File: src/logic/colmix_consts.svh
// ============================================================
// width and depth macros for the colour mixer
// pixel, palette, priority PROM and blank delay sizes
// ============================================================
`ifndef COLMIX_CONSTS_SVH
`define COLMIX_CONSTS_SVH

// one layer pixel, also the low part of a palette address
`define COLMIX_PXL_W     8
// palette word address, 1024 entries
`define COLMIX_PAL_AW    10
// priority PROM address, 1024 entries
`define COLMIX_PROM_AW   10
// layer code out of the PROM
`define COLMIX_SEL_W     2
// priority select written by the game
`define COLMIX_PRISEL_W  3
// result stage latency in pixel slots
`define COLMIX_BLANK_DLY 2

`endif

File: src/logic/video_pkg.sv
// ============================================================
// pixel side types of the colour mixer
// layer pixels, layer code, PROM and palette addresses, colour
// ============================================================
`include "colmix_consts.svh"

package video_pkg;

    // one layer pixel
    typedef logic [`COLMIX_PXL_W-1:0] pxl_t;

    // layer code from the priority PROM
    // 0 ba0, 1 obj, 2 ba1, 3 ba2
    typedef logic [`COLMIX_SEL_W-1:0] sel_t;

    // prisel on top, seven layer flags below
    typedef logic [`COLMIX_PROM_AW-1:0] prio_addr_t;

    // {layer code, pixel of that layer}
    typedef logic [`COLMIX_PAL_AW-1:0] pal_addr_t;

    // single colour channel
    typedef logic [7:0] col_t;

    // green in the top byte, red in the middle, blue at the bottom
    typedef logic [23:0] rgb_t;

endpackage
File: src/logic/layer_prio.sv
// ============================================================
// layer priority decode
// builds the PROM address from layer flags and prisel,
// priority PROM with programming port and registered read
// ============================================================
`include "colmix_consts.svh"

module layer_prio (
    input  logic                        clk,
    input  logic                        reset,
    input  logic                        pxl_cen,
    input  logic [`COLMIX_PRISEL_W-1:0] prisel,
    input  video_pkg::pxl_t             ba0_pxl,
    input  video_pkg::pxl_t             ba1_pxl,
    input  video_pkg::pxl_t             ba2_pxl,
    input  video_pkg::pxl_t             obj_pxl,
    input  video_pkg::prio_addr_t       prog_addr,
    input  video_pkg::sel_t             prom_din,
    input  logic                        prom_we,
    output video_pkg::sel_t             sel
);

    // priority PROM, 1024 x 2
    video_pkg::sel_t prom [0:(1 << `COLMIX_PROM_AW)-1];

    // layer flags, "clear" means all zero
    logic ba0_clear;
    logic obj_clear;
    logic ba1_clear;
    logic ba2_clear;

    video_pkg::prio_addr_t next_addr;
    video_pkg::prio_addr_t prio_addr;

    // set by the first slot after reset
    logic prio_vld;

    assign ba0_clear = ~|ba0_pxl[3:0];
    assign obj_clear = ~|obj_pxl[3:0];
    // only the low three bits count for ba1
    assign ba1_clear = ~|ba1_pxl[2:0];
    // ba2 also needs its top bit low to count as clear
    assign ba2_clear = ~|{ba2_pxl[7], ba2_pxl[2:0]};

    // field order fixed by the PROM contents
    assign next_addr = {
        prisel,
        ba0_clear,
        obj_pxl[7],
        obj_clear,
        ba1_pxl[7],
        obj_pxl[3],
        ba1_clear,
        ba2_clear
    };

    // address sampled once per pixel slot
    always_ff @(posedge clk) begin
        if (pxl_cen) begin
            prio_addr <= next_addr;
        end
    end

    always_ff @(posedge clk) begin
        if (reset) begin
            prio_vld <= 1'b0;
        end else if (pxl_cen) begin
            prio_vld <= 1'b1;
        end
    end

    // programming port
    always_ff @(posedge clk) begin
        if (prom_we) begin
            prom[prog_addr] <= prom_din;
        end
    end

    // read every clock, code lands one clock after the slot
    always_ff @(posedge clk) begin
        sel <= prom[prio_addr];
    end

    // PROM is loaded before video starts, so a sampled slot
    // must give a known layer code on the next clock
    sel_known_a : assert property (@(posedge clk) disable iff (reset)
        prio_vld |=> !$isunknown(sel))
        else $error("layer_prio: unknown layer code after slot sampled");

endmodule

File: config.mk
export PLATFORM = sky130hd
export DESIGN_NAME = layer_prio
export DESIGN_NICKNAME = d
export VERILOG_FILES = /design/src/logic/video_pkg.sv /design/src/logic/layer_prio.sv
export VERILOG_INCLUDE_DIRS = /design/src /design/src/logic
export SDC_FILE = /design/constraint.sdc
export NUM_CORES = 2
export LEC_CHECK = 0
export BUFFER_PORTS_ARGS = -buffer_cell sky130_fd_sc_hd__buf_2
export CORE_MARGIN = 5
export CORE_UTILIZATION = 30
export CTS_BUF_LIST = sky130_fd_sc_hd__clkbuf_2
export CTS_CLUSTER_DIAMETER = 200
export DETAILED_ROUTE_END_ITERATION = 7
export PLACE_DENSITY = 0.44
export SETUP_SLACK_MARGIN = 0.4
export SKIP_CTS_REPAIR_TIMING = 1
export SYNTH_ARGS = -nofsm -noshare
export SYNTH_HDL_FRONTEND = slang
export SYNTH_SLANG_ARGS = --single-unit
File: constraint.sdc
create_clock -name clk -period 3.85 [get_ports clk]
set_input_delay 1.155 -clock clk [delete_from_list [all_inputs] [get_ports clk]]
set_output_delay 1.155 -clock clk [all_outputs]
set_load 0.03 [all_outputs]
**Word-level counts from Yosys, hierarchy flattened**

Memory sizes are Yosys's and may differ from the RTL's. A register that Yosys moved wholly into a read port is not among the register bits.
Index checks and enable logic that the tools add are counted.

- Register bits after elaboration: 10
- Latch bits: 0
- RAM bits: 2,048
- ROM bits: 0
- Input port bits: 51
- Memories kept: 1

- Add/subtract/negate cells: 0
- Multiply operators: 0
- Divide/modulo/power cells: 0
- Magnitude comparators: 0
- Eq/ne operators: 0
- Shifts and indexed selects: 0
- Multiplexer cells: 2
- Bitwise operators: 0
- Reductions and logical operators: 8

Memories:

| name | depth | bits a word | read ports | clocked after memory_dff | write ports | RTL line | RTL |
|---|---|---|---|---|---|---|---|
| prom | 1,024 | 2 | 1 | 1 | 1 | layer_prio.sv:24 | `` video_pkg::sel_t prom [0:(1 << `COLMIX_PROM_AW)-1]; `` |

Operators by type and width:

| kind | count |
|---|---|
| $reduce_or A4 Y1 | 3 |
| $logic_not A1 Y1 | 4 |
| $reduce_or A3 Y1 | 1 |
| $mux W1 | 2 |

**Depth between registers and ports, before layout**

- Depth in word-level cells: 2
- Gate-level depth with buffers: 15

**Worst setup path after synthesis**

OpenSTA, ideal clock, no wires.

- Path kind: input port to flip-flop
- From: input port prog_addr[2]
- To: memory prom[7][0] (netlist name), enable pin
- Setup time: 0.309 ns
- Arrival: 2.535 ns
- Required time: 3.541 ns
- Slack: 1.006 ns
- Stages on the path: 5
- Buffers on the path: 2
- Cells stage by stage: clkbuf_1 nor3b_1 nand4_1 clkbuf_1 nor2_1

RTL lines:

| what | RTL line | RTL |
|---|---|---|
| start: declaration | layer_prio.sv:17 | `input video_pkg::prio_addr_t prog_addr,` |
| end: declaration | layer_prio.sv:24 |  |

No word-level cell before the write port.

==> impl_metrics.ini <==
[place]
post-dp-hpwl_um = 150000
io_buffers = 36
gp_congestion = 0.768
dp_slack_ns = -0.321

[timing]
period_needed_ns = 3.59
slew_violations = 0
hold_viol_final = 0
rsz0062_at_grt = true
maxSlewHeadroom_pct = 17.5
worst_pin_slew_ns = 1.24
setup_viol = 0
skew_ns = 0.109
timing.fmax_mhz = 278
period_share_pct = 93.3
setup_ws_ns = 0.259
timing.hold.ws_ns = 0.262

[grt]
overflow = 0
grt_usage_pct = 17.6
grt_pass1_wl_um = 371000
first_global_vias = 50903
grt_max_degree = 169
antenna_found_initial = 26

[drt]
vias = 48306
ant_nets = 0
wl_per_cell_um = 27.9
vias_per_cell = 5.06
drtPass1Iterations = 6
drt_iter0_drc = 4446
drc_errors = 0
routed_wl_um = 266000

[synthesis]
yosys_warnings = 0
synth_edf_count = 2058
synth_common_cells = edfxtp_1 (2058), nor2_1 (1049), mux4_2 (438), clkbuf_1 (232), mux2i_1 (222)
syn_area_per_cell_um2 = 17.4
synth_top_family_by_area = multiplexers
yosysTopAreaCell = edfxtp_1
synth.most_common_cell = edfxtp_1
synth-async-reset-ratio_pct = 0
synth_cell_types = 58
synthAdderAreaFrac_pct = 0
synth_area_leaders = edfxtp_1 (74%), mux4_2 (12%), nor2_1 (4.7%)
synth_mux_area_share_pct = 14.5
synthCells = 4834
ys_seq_area_share_pct = 73.6
ys_seq_elements = 2060
synth_area_mm2 = 0.0841
synth_top_area_share_pct = 73.5
syn-num-nets = 4885
synth_xor_area_share_pct = 0
ys.flop_type = edfxtp_1
post_synth_and_or_nand_nor_area_fraction_pct = 6.47
synth-compound-area-share_pct = 3.04

[finish]
nets = 5486
drive_above_1_share_pct = 30.2
n_fill_cell = 27106
area_growth_pct = 15.0

[cts]
htreeDepth = 6
cts_tree = done
clk_pin_slew_ns = 0.12
cts_sinks = 2060
clk_path_buf_depth = 4
cts-root-buf = clkbuf_2
clkLatencyLatePin_ns = 1.80
cts_buffers = 573

[die]
dieHeight_um = 539
io_pins = 53
rows = 194
core_area_mm2 = 0.279
die_w_um = 539
die_area_mm2 = 0.291
initial_core_util_pct = 30.1

[power]
vdd_ir_drop_max_mv = 0.284
pwr_density_cell_mw_per_mm2 = 451
power_leakage_nw = 30.5

[critical_path]
worst_setup_path_start_kind = flip-flop
cp.arrival_ns = 5.26
required_ns = 5.52
crit_fanout = 6
worstSetupPathType = reg2reg
end_kind = flip-flop

[worst_hold_path]
hold_path_class = in2reg

[run]
drv_cap = 0

[run_status]
status = finished clean
## per-stage QoR
stage | TNS (ns) | cells | utilization, % | area [µm²] | total power [mW]
after floorplan | 0 | 4834 | - | 84100 | 26.9
after global placement | -0.321 | 8507 | 32.5 | 90700 | 28.5
after detailed placement | -0.321 | 8507 | 32.5 | 90700 | 28.5
after CTS | -0.780 | 9461 | 34.2 | 95600 | 44.1
after global routing | 0 | 9545 | 34.6 | 96700 | 45.6
final | 0 | 9549 | 34.6 | 96700 | 43.6
## worst paths after layout
check          startpoint            to  slack, ns  depth (start not counted)
max          prio_addr[0]        sel[0]       0.26                         12
min          prog_addr[8]  prom[235][0]       0.26                          6
max reg2reg  prio_addr[0]        sel[0]       0.26                         12
min reg2reg  prio_addr[9]        sel[1]       1.08                          5
## report_power, final
group / switching (mW) / internal (mW) / leakage (nW)
sequential: 0.0327 / 24.7 / 18.5
combinational: 2.09 / 1.29 / 8.23
clock: 9.21 / 6.27 / 3.79
## final cells by class
cell class              instances  area, µm²  share of cell area (%)
clock buffers                 826       4130                    4.28
multi-input cells            2370      20700                    21.4
flip-flops and latches       2060      61800                    64.0
repair buffers                424       4540                    4.69
diodes                         11       27.5                  0.0285
well taps                    3724       4660                    4.82
clock inverters               128        746                   0.771
inverters                       6       27.5                  0.0285
## cell usage in the layout (no fill, tap or decap), types with 7 or more instances in the layout
cell type / count
edfxtp_1: 2058
clkinv_1: 93
mux2i_1: 222
mux4_2: 438
dlygate4sd3_1: 44
clkbuf_16: 8
nand2b_1: 9
nor2b_1: 11
a22o_1: 13
clkbuf_2: 826
diode_2: 11
inv_2: 11
a21oi_1: 66
nor3b_1: 9
nand3_1: 25
o221ai_1: 82
nand2_1: 93
buf_2: 32
bufinv_16: 9
clkinv_2: 13
buf_6: 9
o21ai_0: 29
mux2_2: 8
nand3_4: 24
nor2_1: 1047
nor3_1: 52
nand4_1: 9
a22oi_1: 37
a211oi_1: 18
a31oi_1: 7
o22ai_1: 53
a221oi_1: 13
nor4_1: 11
buf_4: 241
buf_12: 80
## kinds of logic after synthesis
| family | after synthesis |
|---|---|
| mux | 668 |
| flops | 2060 |
| simple gates | 1342 |
| buf+inv | 404 |
| compound gates | 360 |
## state kept, by name, summed over array words and instances, names as in the netlist
name,flops
sel,2
prio_addr,10
prom,2048
## critical path, stage by stage, from the launching register on
cell	delay, ns
edfxtp_1	0.42
buf_12	0.18
buf_4	0.18
buf_4	0.20
mux4_2	0.55
a22o_1	0.29
a221oi_4	0.31
o22ai_1	0.15
a311oi_2	0.52
buf_4	0.23
a211oi_2	0.08
nor3_1	0.20
o2111ai_1	0.14
## layer usage
| metal | track usage [%] | up-vias | share of wire [%] |
|---|---|---|---|
| li1 | - | 20592 | - |
| met1 | 23.8 | 25490 | 43 |
| met2 | 29.1 | 1786 | 49 |
| met3 | 3.34 | 438 | 6.2 |
| met4 | 4.98 | 0 | 2.3 |
| met5 | 0 | - | 0 |
Note: power is estimated with default switching activity, not from simulation.
