<file path="config.mk">
export PLATFORM = sky130hd
export DESIGN_NAME = blank_out
export DESIGN_NICKNAME = d
export VERILOG_FILES = /design/src/logic/video_pkg.sv /design/src/logic/blank_out.sv
export VERILOG_INCLUDE_DIRS = /design/src /design/src/logic
export SDC_FILE = /design/constraint.sdc
export NUM_CORES = 1
export LEC_CHECK = 0
export BUFFER_PORTS_ARGS = -buffer_cell sky130_fd_sc_hd__buf_2
export CORE_ASPECT_RATIO = 1.1
export CORE_UTILIZATION = 30
export DETAILED_ROUTE_END_ITERATION = 10
export PLACE_DENSITY = 0.5
export SETUP_SLACK_MARGIN = 0.15
export SLEW_MARGIN = 0
export SYNTH_ARGS = -nofsm -noshare
export SYNTH_HDL_FRONTEND = slang
export SYNTH_SLANG_ARGS = --single-unit
</file>
<file path="constraint.sdc">
create_clock -name clk -period 1.72 [get_ports clk]
set_input_delay 0.172 -clock clk [delete_from_list [all_inputs] [get_ports clk]]
set_output_delay 0.172 -clock clk [all_outputs]
set_load 0.05 [all_outputs]
</file>
<file path="src/logic/colmix_consts.svh">
// ============================================================
// width and depth macros for the colour mixer
// pixel, palette, priority PROM and blank delay sizes
// ============================================================
`ifndef COLMIX_CONSTS_SVH
`define COLMIX_CONSTS_SVH

// one layer pixel, also the low part of a palette address
`define COLMIX_PXL_W     8
// palette word address, 1024 entries
`define COLMIX_PAL_AW    10
// priority PROM address, 1024 entries
`define COLMIX_PROM_AW   10
// layer code out of the PROM
`define COLMIX_SEL_W     2
// priority select written by the game
`define COLMIX_PRISEL_W  3
// result stage latency in pixel slots
`define COLMIX_BLANK_DLY 2

`endif

</file>
<file path="src/logic/video_pkg.sv">
// ============================================================
// pixel side types of the colour mixer
// layer pixels, layer code, PROM and palette addresses, colour
// ============================================================
`include "colmix_consts.svh"

package video_pkg;

    // one layer pixel
    typedef logic [`COLMIX_PXL_W-1:0] pxl_t;

    // layer code from the priority PROM
    // 0 ba0, 1 obj, 2 ba1, 3 ba2
    typedef logic [`COLMIX_SEL_W-1:0] sel_t;

    // prisel on top, seven layer flags below
    typedef logic [`COLMIX_PROM_AW-1:0] prio_addr_t;

    // {layer code, pixel of that layer}
    typedef logic [`COLMIX_PAL_AW-1:0] pal_addr_t;

    // single colour channel
    typedef logic [7:0] col_t;

    // green in the top byte, red in the middle, blue at the bottom
    typedef logic [23:0] rgb_t;

endpackage
</file>
<file path="src/logic/blank_out.sv">
// ============================================================
// result stage
// delays colour and blanking by two pixel slots,
// forces black while either blanking signal is low
// ============================================================
`include "colmix_consts.svh"

module blank_out (
    input  logic            clk,
    input  logic            reset,
    input  logic            pxl_cen,
    input  logic            lhbl,
    input  logic            lvbl,
    input  video_pkg::rgb_t pal_rgb,
    output logic            lhbl_dly,
    output logic            lvbl_dly,
    output video_pkg::col_t red,
    output video_pkg::col_t green,
    output video_pkg::col_t blue
);

    // blanking history, bit 0 is the newest slot
    logic [`COLMIX_BLANK_DLY-1:0] lhbl_sr;
    logic [`COLMIX_BLANK_DLY-1:0] lvbl_sr;

    // palette colour of the previous slot
    video_pkg::rgb_t rgb_q;

    logic blank;

    // oldest blanking sample goes out with the colour
    assign blank = ~lhbl_sr[`COLMIX_BLANK_DLY-1] | ~lvbl_sr[`COLMIX_BLANK_DLY-1];

    // cleared to blanked so the screen starts dark
    always_ff @(posedge clk) begin
        if (reset) begin
            lhbl_sr <= '0;
            lvbl_sr <= '0;
        end else if (pxl_cen) begin
            lhbl_sr <= {lhbl_sr[`COLMIX_BLANK_DLY-2:0], lhbl};
            lvbl_sr <= {lvbl_sr[`COLMIX_BLANK_DLY-2:0], lvbl};
        end
    end

    // colour settles before the next slot, first stage
    always_ff @(posedge clk) begin
        if (pxl_cen) begin
            rgb_q <= pal_rgb;
        end
    end

    // output stage
    always_ff @(posedge clk) begin
        if (reset) begin
            lhbl_dly <= 1'b0;
            lvbl_dly <= 1'b0;
            red      <= '0;
            green    <= '0;
            blue     <= '0;
        end else if (pxl_cen) begin
            lhbl_dly <= lhbl_sr[`COLMIX_BLANK_DLY-1];
            lvbl_dly <= lvbl_sr[`COLMIX_BLANK_DLY-1];
            // black during either blank
            red      <= blank ? '0 : rgb_q[15:8];
            green    <= blank ? '0 : rgb_q[23:16];
            blue     <= blank ? '0 : rgb_q[7:0];
        end
    end

    // lookup colour lands three clocks after a slot,
    // so the next slot may come no sooner than four clocks
    cen_spacing_a : assert property (@(posedge clk) disable iff (reset)
        pxl_cen |-> (!$past(pxl_cen) && !$past(pxl_cen, 2) && !$past(pxl_cen, 3)))
        else $error("blank_out: pixel slots closer than four clocks");

endmodule

</file>
Word level (Yosys, flattened, before mapping) --
Index checks and enable logic that the tools add are counted. Widths: inputs -> output; s select.
Word-level totals: output and inout bits 26, bits of input ports 29, logic and storage cells 14, register bits after elaboration 54
Operators by class: bitwise gates (word level) 3, mux-type cells 3
Operators by type and width (count):
- $mux 8 | 3
- $not 1->1 | 2
- $or 1x1->1 | 1

Depth between registers and ports, before layout --
depth in word-level cells 3, mapped depth 4, depth with buffers taken out 2

Least setup slack after synthesis --
Ideal clock, no wire load.
kind flip-flop to flip-flop, from reg, netlist name red[3], to reg red[3], required time 1.649 ns, path slack 0.819 ns, data arrival time 0.831 ns, buffers on the path 0, cell stages (with the launch flop) 3, period minus slack after synthesis 0.901 ns, library setup time 0.071 ns, path through dfxtp_1 nand2b_1 a21oi_1
RTL lines:
- end signal: assignment | line blank_out.sv:64 | red <= blank ? '0 : rgb_q[15:8];
- end: declaration | line blank_out.sv:17 | output video_pkg::col_t red,

Worst setup path after layout --
from reg red[2], to out red[2]
No word-level cell between the ends.

==> results by group <==
Setup path
  – Worst flop-to-flop path startpoint: lvbl_sr[1]
  – Arrival time reported for the critical path endpoint: 0.94 ns
  – Reg-to-reg setup timing slack: 0.77 ns
  – Endpoint kind of the worst setup timing path: output pin
  – Startpoint class of the critical path: register
  – Buf+Inv Stages, Crit Path: 1
  – Crit path max-delay family: flip-flops
  – Max FO, Critical Path: 2
  – Critical path start-end classification: reg -> out
  – Startpoint of the worst setup timing path: red[2]
  – Worst R2R Path Depth: 3
  – Logic depth of the worst setup path including buffers: 1
  – Critical path cell sequence: buf_2
  – Delay of the slowest cell on the worst path: 0.37 ns
  – Required time at the worst-slack endpoint: 1.55 ns
  – Max stage delay cell, worst path: sky130_fd_sc_hd__dfxtp_1

Timing
  – Time the final worst path needs with I/O delays and setup: 1.11 ns
  – Worst clock skew: 0.00786 ns
  – Slew margin rel.: 61.2%
  – Setup ws final: 0.608 ns
  – Max Fclk: 900 MHz
  – Total count of max-transition violations in the final report: 0
  – Setup TNS: 0 ns
  – RSZ-0062 raised after global routing: no
  – Ratio of final minimum period to clock period: 64.6%
  – Final setup violation count: 0
  – Final Hold Fails: 0
  – Slew at the pin closest to its max-slew limit: 0.582 ns

Power and ir drop
  – Cell-internal power: 1.76 mW
  – Total power after layout: 2.23 mW
  – Clock power frac: 31.7%
  – Pleak: 0.907 nW
  – Switch Pwr: 0.461 mW
  – Worst ir drop on vdd: 0.399 mV
  – Power share of the combinational group: 5.1%
  – Power per standard cell area: 956 nW/µm²
  – Sw frac: 20.7%
  – Power share of the sequential group: 63.2%

Logic synthesis
  – Fraction of post-synthesis cell area in the top cell type by area: 37.1%
  – Simple-Gate Fraction of Synth Area: 16.6%
  – Ys flop type: sky130_fd_sc_hd__dfxtp_1
  – Largest area contributor in the synthesized netlist: sky130_fd_sc_hd__edfxtp_1
  – EDFF count, synth: 24
  – Fraction of registers with async set/reset: 0%
  – Combinational family with the most area after synthesis: simple AND/OR/NAND/NOR gates
  – Register bit count reported by yosys: 54
  – Nets in the synthesized netlist: 182
  – Syn_area_per_cell: 12.7 µm²
  – Synth warnings: 0
  – Synth Area in XOR/XNOR: 0%
  – Dominant cells by area after synthesis: sky130_fd_sc_hd__edfxtp_1 37%, sky130_fd_sc_hd__dfxtp_1 31%, sky130_fd_sc_hd__nand2b_1 7.7%
  – Share of synthesized area occupied by flip-flops and latches: 68.1%
  – Mux share of post-synthesis cell area: 3.09%
  – Instance count of the mapped netlist: 153
  – Top cell types by occurrence after synthesis: 30 x sky130_fd_sc_hd__dfxtp_1, 24 x sky130_fd_sc_hd__a21oi_1, 24 x sky130_fd_sc_hd__edfxtp_1, 24 x sky130_fd_sc_hd__nand2b_1, 24 x sky130_fd_sc_hd__nand4_1
  – Netlist area before placement: 1940 µm²
  – Fraction of the mapped netlist area in compound gates: 6.19%
  – Cell with the most instances after synthesis: sky130_fd_sc_hd__dfxtp_1
  – Unique masters post-synth: 10
  – Post-synthesis share of cell area spent on full adders, half adders and majority gates: 0%

Layout
  – Number of nets at the end of the flow: 232
  – Area of all placed cells without fillers: 2330 µm²
  – Ant. Diodes: 0
  – Final Util: 37.6%
  – Fraction of layout instances using a drive strength above 1: 31.9%
  – Area growth from synthesis to final layout: 20.0%
  – Fillers: 653

Floorplan
  – Core footprint: 6190 µm²
  – Row Count: 30
  – Number of primary I/O pins: 55
  – Die ar.: 6790 µm²
  – Die height: 86.4 µm
  – Initial core utilization: 31.3%
  – Floorplan die width: 78.7 µm

Run status
  – Run status: completed

Global routing
  – Vias in the first global route: 1157
  – Number of antenna violations at the first check in global routing: 0
  – Final global-route overflow total: 0
  – Pin count of the biggest net entering global routing: 79
  – Total Routing Usage GR: 11.0%
  – First-pass GRT wire length: 5790 µm

Clocking
  – TritonCTS sink count: 54
  – Buffer type at the clock tree root: sky130_fd_sc_hd__clkbuf_8
  – H-tree depth reported by CTS: 2
  – Post-CTS Hold Buffers: 0
  – Number of CTS-inserted buffers: 5
  – Worst-Skew Late Latency: 0.30 ns
  – Clock slew seen by the registers of the worst setup and hold paths: 0.09 ns
  – Post-CTS setup buffer count: 0
  – CTS-repair resized insts: 0
  – TritonCTS clock tree: done
  – Buffer depth of the longest clock path: 2

Detailed routing
  – DRC violations left: 0
  – Via density per instance: 4.48
  – Remaining antenna violation count: 0
  – Final WL: 3570 µm
  – Vias: 1271
  – First-pass iteration count of the detailed router: 4
  – Detail-routed net length per standard cell: 12.6 µm
  – Number of design-rule violations left by the first detailed-router iteration: 80

Flow run
  – Number of max-cap violations: 0

Placed design
  – Cell area after placement: 2240 µm²
  – Setup WS pre-CTS: 0.708 ns
  – Buffers on Ports: 54
  – Final weighted congestion of routability-driven global placement: 0.653
  – Placed wire-length estimate: 2210 µm

Min path
  – Classification of the worst-slack hold path: in -> reg
  – Worst hold stages: 1
  – Worst hold start: pal_rgb[6]
[registers in the layout, summed over array words and instances, names as in the netlist]
name / count
green: 8
rgb_q: 24
lhbl_sr: 2
lhbl_dly: 1
red: 8
lvbl_sr: 2
blue: 8
lvbl_dly: 1
[path summary, 6_finish.rpt]
path              endpoint
setup / recovery    red[2]
hold / removal    rgb_q[6]
setup reg to reg  green[6]
hold reg to reg   green[0]
[cell type report]
type	instances	area, µm²	area share, %
flip-flops and latches	54	1320	56.7
multi-input cells	84	503	21.6
repair buffers	58	313	13.4
well taps	80	100	4.30
clock buffers	7	86.3	3.71
clock inverters	1	5.00	0.215
[power groups by stage]
stage                     clock network [mW]  logic, mW  registers (mW)
final                                  0.706      0.114            1.41
after global routing                   0.791      0.126            1.41
after global placement                     0      0.115            1.44
after floorplan                            0     0.0654            1.44
after CTS                              0.740      0.116            1.41
after detailed placement                   0      0.117            1.44
[stage by stage]
stage / std cells / hold slack [ns]
6_report: 284 / 0.0399
5_1_grt: 284 / 0.0215
4_1_cts: 284 / 0.0264
3_5_place_dp: 276 / 0.350
3_3_place_gp: 276 / 0.350
2_1_floorplan: 153 / 0.271
[logic make-up (layout without fill, tap and decap cells)]
family          after synthesis  count (layout)
buf+inv                      15              66
compound gates               24              24
mux                           6               6
simple gates                 54              54
flops                        54              54
[metal layers]
| layer | routed length, µm | global-route usage [%] | vias up |
|---|---|---|---|
| met5 | 0 | 0 | - |
| met4 | 35 | 4.04 | 0 |
| met2 | 1760 | 17.3 | 25 |
| met1 | 1620 | 14.7 | 597 |
| met3 | 148 | 2.84 | 4 |
| li1 | - | - | 645 |
[cells in the final DEF (no fill, tap or decap)]
cell type                  Yosys  routed
sky130_fd_sc_hd__buf_2         0      54
sky130_fd_sc_hd__edfxtp_1     24      24
sky130_fd_sc_hd__buf_12        0       1
sky130_fd_sc_hd__clkbuf_1      3       1
sky130_fd_sc_hd__dfxtp_1      30      30
sky130_fd_sc_hd__mux2i_1       6       6
sky130_fd_sc_hd__clkbuf_8      0       6
sky130_fd_sc_hd__nor2_1        6       6
sky130_fd_sc_hd__clkinv_2      0       1
sky130_fd_sc_hd__nand2b_1     24      24
sky130_fd_sc_hd__nand4_1      24      24
sky130_fd_sc_hd__buf_4         8       3
sky130_fd_sc_hd__a21oi_1      24      24
Note: power is estimated with default switching activity, not from simulation.
